File: src/source/cpu_test_defines.svh
// bus test parameters
// block placement, status register, wait length and micro-instruction field widths
`ifndef CPU_TEST_DEFINES_SVH
`define CPU_TEST_DEFINES_SVH

// bus and micro-sequencer widths
`define BUS_ADDR_W   22
`define WORD_W       32
`define PC_W         8

// micro-instruction fields from the msb down
`define UOP_W        4
`define REG_SEL_W    3
`define TARGET_W     6
`define UINSTR_W     (`UOP_W + 2 * `REG_SEL_W + `TARGET_W + `WORD_W)

// test block and peripheral registers
`define BLOCK_BASE   22'h000100
`define BLOCK_WORDS  64
`define STATUS_ADDR  22'h000010   // bit 0 is busy

// length of one WAIT micro-op in cycles
`define WAIT_CYCLES  16

`endif

File: src/source/cpu_test_pkg.sv
// shared types of the microcoded bus test cpu
// opcodes, register selects, micro-instruction and bus words
`include "cpu_test_defines.svh"

package cpu_test_pkg;

   typedef logic [`BUS_ADDR_W-1:0] bus_addr_t;
   typedef logic [`WORD_W-1:0]     word_t;
   typedef logic [`PC_W-1:0]       upc_t;
   typedef logic [`UINSTR_W-1:0]   uinstr_t;   // op, dst, src, target, immediate

   typedef enum logic [`UOP_W-1:0] {
      OP_NOP   = 4'd0,
      OP_WRITE = 4'd1,
      OP_READ  = 4'd2,
      OP_ADD   = 4'd3,
      OP_SUB   = 4'd4,
      OP_TST   = 4'd5,    // branch when masked bits are zero
      OP_CMP   = 4'd6,    // branch on equal
      OP_JMP   = 4'd7,
      OP_DONE  = 4'd8,
      OP_WAIT  = 4'd9,
      OP_FAULT = 4'd15
   } uop_e;

   typedef enum logic [`REG_SEL_W-1:0] {
      R_NONE = 3'd0,
      R_A    = 3'd1,      // address
      R_B    = 3'd2,      // count
      R_C    = 3'd3,
      R_D    = 3'd4,      // data
      R_I    = 3'd5,      // immediate
      R_P    = 3'd7       // pattern rom output
   } reg_sel_e;

endpackage

File: src/source/pattern_rom.sv
// expected data word for a block offset
// registered one cycle behind the offset
`timescale 1ns/1ps

module pattern_rom (
   input  logic                clk,
   input  logic                reset,
   input  logic [7:0]          offset,
   output cpu_test_pkg::word_t data
);

   logic [7:0] inv_byte;
   logic [7:0] mix_byte;
   logic [7:0] sum_byte;

   assign inv_byte = ~offset;
   assign mix_byte = offset ^ 8'h5a;
   assign sum_byte = offset + 8'h3c;   // wraps within the byte

   always_ff @(posedge clk)
   begin
      if (reset)
         data <= '0;
      else
         data <= {offset, inv_byte, mix_byte, sum_byte};
   end

endmodule

File: src/source/ucode_rom.sv
// micro-program rom of the bus test cpu
// fill block, wait, poll status, read back and compare, then DONE or FAULT
`timescale 1ns/1ps
`include "cpu_test_defines.svh"

module ucode_rom (
   input  logic                  clk,
   input  logic                  reset,
   input  cpu_test_pkg::upc_t    addr,
   output cpu_test_pkg::uinstr_t data
);

   function automatic cpu_test_pkg::uinstr_t uc(input cpu_test_pkg::uop_e op,
                                                input cpu_test_pkg::reg_sel_e dst,
                                                input cpu_test_pkg::reg_sel_e src,
                                                input logic [`TARGET_W-1:0] target,
                                                input cpu_test_pkg::word_t imm);
      return {op, dst, src, target, imm};
   endfunction

   always_ff @(posedge clk)
   begin
      if (reset)
         data <= '0;   // nop
      else
      begin
         case (addr)
            // fill the block with pattern data
            8'h00: data <= uc(cpu_test_pkg::OP_ADD, cpu_test_pkg::R_A, cpu_test_pkg::R_NONE,
                              6'h00, `BLOCK_BASE);   // a = base
            8'h01: data <= uc(cpu_test_pkg::OP_ADD, cpu_test_pkg::R_B, cpu_test_pkg::R_NONE,
                              6'h00, 32'h0);         // b = 0
            8'h02: data <= uc(cpu_test_pkg::OP_ADD, cpu_test_pkg::R_D, cpu_test_pkg::R_P,
                              6'h00, 32'h0);         // d = pattern
            8'h03: data <= uc(cpu_test_pkg::OP_WRITE, cpu_test_pkg::R_NONE,
                              cpu_test_pkg::R_NONE, 6'h00, 32'h0);
            8'h04: data <= uc(cpu_test_pkg::OP_ADD, cpu_test_pkg::R_A, cpu_test_pkg::R_A,
                              6'h00, 32'h1);         // a++
            8'h05: data <= uc(cpu_test_pkg::OP_ADD, cpu_test_pkg::R_B, cpu_test_pkg::R_B,
                              6'h00, 32'h1);         // b++
            8'h06: data <= uc(cpu_test_pkg::OP_CMP, cpu_test_pkg::R_B, cpu_test_pkg::R_I,
                              6'h08, `BLOCK_WORDS);
            8'h07: data <= uc(cpu_test_pkg::OP_JMP, cpu_test_pkg::R_NONE,
                              cpu_test_pkg::R_NONE, 6'h02, 32'h0);
            // settle, then poll until busy clears
            8'h08: data <= uc(cpu_test_pkg::OP_WAIT, cpu_test_pkg::R_NONE,
                              cpu_test_pkg::R_NONE, 6'h00, 32'h0);
            8'h09: data <= uc(cpu_test_pkg::OP_ADD, cpu_test_pkg::R_A, cpu_test_pkg::R_NONE,
                              6'h00, `STATUS_ADDR);
            8'h0a: data <= uc(cpu_test_pkg::OP_READ, cpu_test_pkg::R_NONE,
                              cpu_test_pkg::R_NONE, 6'h00, 32'h0);
            8'h0b: data <= uc(cpu_test_pkg::OP_TST, cpu_test_pkg::R_D, cpu_test_pkg::R_I,
                              6'h0d, 32'h1);         // busy clear
            8'h0c: data <= uc(cpu_test_pkg::OP_JMP, cpu_test_pkg::R_NONE,
                              cpu_test_pkg::R_NONE, 6'h0a, 32'h0);
            // read back and compare
            8'h0d: data <= uc(cpu_test_pkg::OP_ADD, cpu_test_pkg::R_A, cpu_test_pkg::R_NONE,
                              6'h00, `BLOCK_BASE);
            8'h0e: data <= uc(cpu_test_pkg::OP_ADD, cpu_test_pkg::R_B, cpu_test_pkg::R_NONE,
                              6'h00, 32'h0);
            8'h0f: data <= uc(cpu_test_pkg::OP_READ, cpu_test_pkg::R_NONE,
                              cpu_test_pkg::R_NONE, 6'h00, 32'h0);
            8'h10: data <= uc(cpu_test_pkg::OP_CMP, cpu_test_pkg::R_D, cpu_test_pkg::R_P,
                              6'h12, 32'h0);         // d == pattern
            8'h11: data <= uc(cpu_test_pkg::OP_FAULT, cpu_test_pkg::R_NONE,
                              cpu_test_pkg::R_NONE, 6'h00, 32'h0);
            8'h12: data <= uc(cpu_test_pkg::OP_ADD, cpu_test_pkg::R_A, cpu_test_pkg::R_A,
                              6'h00, 32'h1);
            8'h13: data <= uc(cpu_test_pkg::OP_ADD, cpu_test_pkg::R_B, cpu_test_pkg::R_B,
                              6'h00, 32'h1);
            8'h14: data <= uc(cpu_test_pkg::OP_CMP, cpu_test_pkg::R_B, cpu_test_pkg::R_I,
                              6'h16, `BLOCK_WORDS);
            8'h15: data <= uc(cpu_test_pkg::OP_JMP, cpu_test_pkg::R_NONE,
                              cpu_test_pkg::R_NONE, 6'h0f, 32'h0);
            8'h16: data <= uc(cpu_test_pkg::OP_DONE, cpu_test_pkg::R_NONE,
                              cpu_test_pkg::R_NONE, 6'h00, 32'h0);
            default: data <= uc(cpu_test_pkg::OP_JMP, cpu_test_pkg::R_NONE,
                                cpu_test_pkg::R_NONE, 6'h00, 32'h0);
         endcase
      end
   end

endmodule

File: src/source/test_cpu.sv
// microcoded test cpu
// registers a..d, add/sub alu, tst/cmp branches, wait counter and bus requests
// the micro-rom and pattern rom sit outside and answer one cycle after their address
`timescale 1ns/1ps
`include "cpu_test_defines.svh"

module test_cpu (
   input  logic                    clk,
   input  logic                    reset,
   input  logic                    start,
   output logic                    done,
   output logic                    fault,
   output cpu_test_pkg::upc_t      pc,
   output cpu_test_pkg::upc_t      uaddr,
   input  cpu_test_pkg::uinstr_t   uinstr,
   output logic [7:0]              pat_offset,
   input  cpu_test_pkg::word_t     pat_data,
   output logic                    mem_rq,
   output logic                    mem_wr,
   output cpu_test_pkg::bus_addr_t mem_addr,
   output cpu_test_pkg::word_t     mem_wdata,
   input  logic                    mem_ack,
   input  logic                    mem_done,
   input  cpu_test_pkg::word_t     mem_rdata
);

   localparam int WAIT_W = $clog2(`WAIT_CYCLES);

   cpu_test_pkg::uop_e      op;
   cpu_test_pkg::reg_sel_e  dst_sel;
   cpu_test_pkg::reg_sel_e  src_sel;
   cpu_test_pkg::upc_t      target;
   cpu_test_pkg::word_t     imm;
   cpu_test_pkg::upc_t      npc;
   cpu_test_pkg::bus_addr_t a;
   cpu_test_pkg::bus_addr_t a_offset;
   cpu_test_pkg::word_t     b;
   cpu_test_pkg::word_t     c;
   cpu_test_pkg::word_t     d;
   cpu_test_pkg::word_t     src;
   cpu_test_pkg::word_t     dst;
   cpu_test_pkg::word_t     alu_out;
   logic [WAIT_W-1:0]       wait_count;
   logic                    wait_done;
   logic                    is_mem;
   logic                    is_alu;
   logic                    stall_pc;
   logic                    load_pc;
   logic                    tst_hit;
   logic                    cmp_hit;

   // field split from the msb down
   assign op      = cpu_test_pkg::uop_e'(uinstr[47:44]);
   assign dst_sel = cpu_test_pkg::reg_sel_e'(uinstr[43:41]);
   assign src_sel = cpu_test_pkg::reg_sel_e'(uinstr[40:38]);
   assign target  = cpu_test_pkg::upc_t'(uinstr[37:32]);
   assign imm     = uinstr[31:0];

   always_comb
   begin
      case (src_sel)
         cpu_test_pkg::R_A: src = cpu_test_pkg::word_t'(a);
         cpu_test_pkg::R_B: src = b;
         cpu_test_pkg::R_C: src = c;
         cpu_test_pkg::R_D: src = d;
         cpu_test_pkg::R_I: src = imm;
         cpu_test_pkg::R_P: src = pat_data;
         default:           src = '0;
      endcase
   end

   always_comb
   begin
      case (dst_sel)
         cpu_test_pkg::R_A: dst = cpu_test_pkg::word_t'(a);
         cpu_test_pkg::R_B: dst = b;
         cpu_test_pkg::R_C: dst = c;
         cpu_test_pkg::R_D: dst = d;
         default:           dst = '0;
      endcase
   end

   assign is_alu  = op == cpu_test_pkg::OP_ADD || op == cpu_test_pkg::OP_SUB;
   assign alu_out = (op == cpu_test_pkg::OP_SUB) ? src - imm : src + imm;

   // registers only change when the micro-op retires
   always_ff @(posedge clk)
   begin
      if (reset)
      begin
         a <= '0;
         b <= '0;
         c <= '0;
      end
      else if (is_alu && !stall_pc)
      begin
         case (dst_sel)
            cpu_test_pkg::R_A: a <= alu_out[`BUS_ADDR_W-1:0];
            cpu_test_pkg::R_B: b <= alu_out;
            cpu_test_pkg::R_C: c <= alu_out;
            default:           ;
         endcase
      end
   end

   always_ff @(posedge clk)
   begin
      if (op == cpu_test_pkg::OP_READ && mem_done)
         d <= mem_rdata;
      else if (is_alu && !stall_pc && dst_sel == cpu_test_pkg::R_D)
         d <= alu_out;
   end

   always_ff @(posedge clk)
   begin
      if (reset)
         wait_count <= '0;
      else if (op == cpu_test_pkg::OP_WAIT && !wait_done)
         wait_count <= wait_count + 1'b1;
      else
         wait_count <= '0;
   end

   assign wait_done = wait_count == WAIT_W'(`WAIT_CYCLES - 1);

   assign tst_hit = ~|(dst & src);
   assign cmp_hit = dst == src;
   assign is_mem  = op == cpu_test_pkg::OP_READ || op == cpu_test_pkg::OP_WRITE;

   assign stall_pc = !start ||
                     op == cpu_test_pkg::OP_DONE || op == cpu_test_pkg::OP_FAULT ||
                     (op == cpu_test_pkg::OP_WAIT && !wait_done) ||
                     (op == cpu_test_pkg::OP_WRITE && !mem_ack) ||
                     (op == cpu_test_pkg::OP_READ && !mem_done);

   assign load_pc = (op == cpu_test_pkg::OP_TST && tst_hit) ||
                    (op == cpu_test_pkg::OP_CMP && cmp_hit) ||
                    op == cpu_test_pkg::OP_JMP;

   assign npc   = load_pc ? target : pc + 1'b1;
   assign uaddr = stall_pc ? pc : npc;   // rom replays the current op on a stall

   always_ff @(posedge clk)
   begin
      if (reset)
         pc <= '1;
      else if (!stall_pc)
         pc <= npc;
   end

   // request drops the cycle after its strobe
   always_ff @(posedge clk)
   begin
      if (reset)
      begin
         mem_rq <= 1'b0;
         mem_wr <= 1'b0;
      end
      else
      begin
         mem_rq <= is_mem && !mem_ack && !mem_done;
         mem_wr <= op == cpu_test_pkg::OP_WRITE && !mem_ack;
      end
   end

   assign a_offset   = a - `BLOCK_BASE;
   assign pat_offset = a_offset[7:0];
   assign mem_addr   = a;
   assign mem_wdata  = d;
   assign done       = op == cpu_test_pkg::OP_DONE;
   assign fault      = op == cpu_test_pkg::OP_FAULT;

   bus_stable: assert property (@(posedge clk) disable iff (reset)
         mem_rq |=> !mem_rq || ($stable(mem_addr) && $stable(mem_wdata)))
      else $error("bus address or data moved during a request at %t", $time);

   halt_hold: assert property (@(posedge clk) disable iff (reset)
         (done || fault) |=> $stable({done, fault}) && !(done && fault))
      else $error("done/fault not held exclusively at %t", $time);

endmodule

File: src/source/cpu_test_top.sv
// top of the bus test sequencer
// test cpu with its micro-rom and pattern rom, bus on plain ports
`timescale 1ns/1ps

module cpu_test_top (
   input  logic                    clk,
   input  logic                    reset,
   input  logic                    start,
   output logic                    done,
   output logic                    fault,
   output cpu_test_pkg::upc_t      pc,
   output logic                    mem_rq,
   output logic                    mem_wr,
   output cpu_test_pkg::bus_addr_t mem_addr,
   output cpu_test_pkg::word_t     mem_wdata,
   input  logic                    mem_ack,
   input  logic                    mem_done,
   input  cpu_test_pkg::word_t     mem_rdata
);

   cpu_test_pkg::upc_t    uaddr;
   cpu_test_pkg::uinstr_t uinstr;
   logic [7:0]            pat_offset;
   cpu_test_pkg::word_t   pat_data;

   test_cpu cpu_inst (
      .clk        (clk),
      .reset      (reset),
      .start      (start),
      .done       (done),
      .fault      (fault),
      .pc         (pc),
      .uaddr      (uaddr),
      .uinstr     (uinstr),
      .pat_offset (pat_offset),
      .pat_data   (pat_data),
      .mem_rq     (mem_rq),
      .mem_wr     (mem_wr),
      .mem_addr   (mem_addr),
      .mem_wdata  (mem_wdata),
      .mem_ack    (mem_ack),
      .mem_done   (mem_done),
      .mem_rdata  (mem_rdata)
   );

   ucode_rom ucode_rom_inst (
      .clk   (clk),
      .reset (reset),
      .addr  (uaddr),
      .data  (uinstr)
   );

   pattern_rom pattern_rom_inst (
      .clk    (clk),
      .reset  (reset),
      .offset (pat_offset),
      .data   (pat_data)
   );

endmodule

File: config.mk
export PLATFORM = sky130hd
export DESIGN_NAME = cpu_test_top
export DESIGN_NICKNAME = d
export VERILOG_FILES = /design/src/source/cpu_test_pkg.sv /design/src/source/pattern_rom.sv /design/src/source/ucode_rom.sv /design/src/source/test_cpu.sv /design/src/source/cpu_test_top.sv
export VERILOG_INCLUDE_DIRS = /design/src /design/src/source
export SDC_FILE = /design/constraint.sdc
export NUM_CORES = 1
export LEC_CHECK = 0
export BUFFER_PORTS_ARGS = -buffer_cell sky130_fd_sc_hd__buf_4
export CORE_MARGIN = 3
export CORE_UTILIZATION = 45
export CTS_BUF_LIST = sky130_fd_sc_hd__clkbuf_2
export CTS_CLUSTER_SIZE = 8
export DETAILED_ROUTE_END_ITERATION = 8
export PLACE_DENSITY = 0.68
export SYNTH_ARGS = -nofsm -noshare
export SYNTH_HDL_FRONTEND = slang
export SYNTH_SLANG_ARGS = --single-unit
File: constraint.sdc
create_clock -name clk -period 4.6 [get_ports clk]
set_input_delay 0 -clock clk [delete_from_list [all_inputs] [get_ports clk]]
set_output_delay 0 -clock clk [all_outputs]
set_load 0.02 [all_outputs]
==> results.md <==
* Outcome: completed
* Synth-to-layout area growth at 21.7%
* Number of flops mapped to enable cells by yosys at 32
* Fmax at 227 MHz
* Clk slew on worst S/H paths at roughly 250 ps
* Design area at around 13,000 sq um
* First-pass GRT wire length at around 60,000 um
* Crit path kind: flip-flop to flip-flop
* Vias per cell at slightly below 6
* Residual DRC count at 0
* Post-layout util at about 56%
* Pwr Density at between 600 and 700 nW/um^2
* Syn Inst Count at ~1,400
* IO buf count at just over 100
* Final Max Tran Viols at 0
* DP Area at 12,400 sq um
* H-tree depth at 4
* Slew of the pin with the lowest slew margin at around 960 ps
* Worst rel slew slack at 35.7%
* VDD IR max at roughly 0.42 mV
* DR vias at ~11,000
* Nets@finish at 1,646
* Unrepaired setup endpoints after global routing: true
* Tcrit/Tclk final at 95.6%
* Sink Count at 172
* Rows at 56
* Area occupied by multi-input gates at ~6800 sq um
* Final worst path period need at 4400 ps
* Die area at ~26,000 sq um
* CP max-delay cell: dfxtp_2
* #FFs+latches synth at between 150 and 200
* Inserted Clock Buffers at 17
* Sequential area share after synthesis at between 30% and 40%
* CP Launch Type: flip-flop
* Initial drt markers at roughly 1,400
* Antenna-violating nets left at 0
* Layout cells sized above 1 at between 10% and 20%
* Commonest cells after routing, fill and taps aside: 284 x nand2_1, 175 x buf_4, 135 x dfxtp_1
* FFs w/ async S/R, synth at 0%
* Most common cell after layout, fill and taps aside: nand2_1
* GRT Resource Usage Total at between 20% and 30%
* Critical Path Max Stage Delay at roughly 560 ps
* Initial Utilization at between 40% and 50%
* Filler instances at about 2,200
* Placed insts at 1,768
* Critical Path RT at around 5300 ps
* CP arrival at approximately 5100 ps
* Critical-path cell list: mux2_2, a222oi_1, inv_1, ha_1, nor4_1, nand4_1, nor3_1, buf_4, a21o_2, o311a_1, inv_1, ha_1, mux2_2, a32o_1, a21oi_1
* Detailed placer's ending HPWL at roughly 28,000 um
* Skew-Pair Late Insertion Delay at between 800 and 900 ps
* Vias in the first global route at 10,606
* Core area at approximately 24,000 sq um
* Synth Area per Inst at between 8 and 9 sq um
* Final setup viols at 0
* DRT Pass-1 Iters at 6
* Die width at 162 um
* I/O pin count at around 100
* Net Count, Synth at roughly 1,500
* Final Hold Vio Count at 0
* Final wirelength at ~38,000 um
* Total Neg Setup Slack at 0 ps
* Max-Cap Viols at 0
* Worst min path class: primary input to flip-flop
* Total gr overflow at 0
* Routed len/inst at a little over 20 um
* Die H at 162 um
* Max FO, Critical Path at 14
* CTS tree: yes
* Critical path endpoint category: flip-flop
* Static Leak at between 5 and 6 nW
* Largest net degree at the start of global routing at 67
* Skew final at 46.0 ps
* Clk buf depth at 2
* Reg area at 3770 sq um
* Initial antenna violation count at 1
* Leading register cell type out of synthesis: dfxtp_1
* Gpl congestion at approximately 1
* Cell area after synthesis at 11,000 sq um
* Post-synth cell types at between 90 and 100
* Root buffer cell: clkbuf_2
* Fin cells at between 1,500 and 2,000
* Ys Warns at 0
-- cell usage after synthesis (all sizes together), types with 5 or more instances --
library cell | instances | area share, %
mux2i | 35 | 3.2
nand3 | 40 | 1.8
nor2 | 87 | 3.0
a21o | 8 | 0.56
a21oi | 123 | 5.6
nor4 | 14 | 0.80
ha | 75 | 8.5
mux2 | 17 | 1.8
o21a | 11 | 0.75
xor2 | 11 | 0.88
o21ai | 56 | 2.6
nand4 | 6 | 0.34
a221oi | 18 | 1.4
a22oi | 72 | 5.0
edfxtp | 32 | 8.8
nand2 | 286 | 9.8
a31oi | 6 | 0.40
nor3 | 23 | 1.1
inv | 34 | 1.2
nand2b | 7 | 0.40
a211oi | 14 | 1.0
clkbuf | 67 | 2.3
and3 | 9 | 0.51
nor2b | 16 | 0.91
nor3b | 6 | 0.50
xnor2 | 20 | 1.7
o22ai | 14 | 0.98
a221o | 5 | 0.46
and2 | 6 | 0.34
or3 | 8 | 0.46
buf | 22 | 1.0
dfxtp | 140 | 26
a22o | 5 | 0.40
-- per-layer routing --
layer	GRT usage, %	vias up	share of wire, %
met1	40.0	5258	43
met4	8.76	0	3.4
li1	-	5256	-
met5	0	-	0
met2	45.9	519	45
met3	4.64	103	8.0
-- flip-flops by register name (all words and copies together) (netlist names) --
name,flops
cpu_inst.c,32
ucode_rom_inst.data,19
cpu_inst.mem_rq,1
pattern_rom_inst.data,21
cpu_inst.mem_addr,22
cpu_inst.mem_wr,1
cpu_inst.pc,8
cpu_inst.b,32
cpu_inst.mem_wdata,32
cpu_inst.wait_count,4
-- worst max-delay path, delay by kind of cell, from the launching register on --
family / cells / cell delay (ps)
AO/OA/AOI/OAI: 5 / 1140
AND/OR/NAND/NOR: 3 / 890
multiplexers: 2 / 670
adder cells (fa/ha/maj): 2 / 610
flip-flops: 1 / 560
buffers and inverters: 3 / 480
-- worst paths after layout --
check | start | to | slack [ps] | cells after the start
worst max-delay path | ucode_rom_inst.data[38] | ucode_rom_inst.data[45] | 200 | 15
worst min-delay path | mem_rdata[8] | cpu_inst.mem_wdata[8] | 60 | 4
worst max register to register | ucode_rom_inst.data[38] | ucode_rom_inst.data[45] | 200 | 15
worst min register to register | cpu_inst.wait_count[0] | cpu_inst.wait_count[0] | 470 | 1
-- what timing repair did --
| action | CTS | global route |
|---|---|---|
| endpoints found under the setup margin | 0 | 27 |
| buffers inserted | 0 | 1 |
| hold buffers | 64 | 0 |
| gates resized for setup | 0 | 12 |
| hold endpoints to repair | 76 | 0 |
-- layout make-up --
type                    instances  area share, %
clock buffers                  19          0.712
multi-input cells            1063           50.6
well taps                     319           2.99
repair buffers                244           15.2
flip-flops and latches        172           28.3
diodes                          1         0.0187
inverters                      35          0.983
clock inverters                13           1.23
-- cells by family after synthesis --
| logic type | Yosys count | share of synthesized area [%] |
|---|---|---|
| xor gates and xnor gates | 31 | 2.54 |
| and+or+nand+nor | 521 | 21.0 |
| AOI/OAI and AO/OA | 381 | 23.5 |
| adders and majority gates | 76 | 8.73 |
| buffers and inverters | 124 | 4.54 |
| DFF | 172 | 34.3 |
| muxes | 54 | 5.41 |
-- report_power, final --
group / internal (W) / switching (W) / leakage, nW
Clock: 0.000315 / 0.000591 / 0.161
Sequential: 0.00188 / 0.000156 / 1.43
Combinational: 0.00234 / 0.00318 / 3.98
-- stage by stage --
stage | total power [W] | worst slack [ps] | hold slack (ps)
floorplan | 0.00565 | 182 | 77.4
global placement | 0.00739 | 203 | 200
detailed placement | 0.00743 | 88.7 | 203
CTS | 0.00838 | 31.2 | 9.72
global route | 0.00907 | -4.82 | 46.1
finish | 0.00846 | 202 | 55.4
Power figures use the tool's default switching activity.
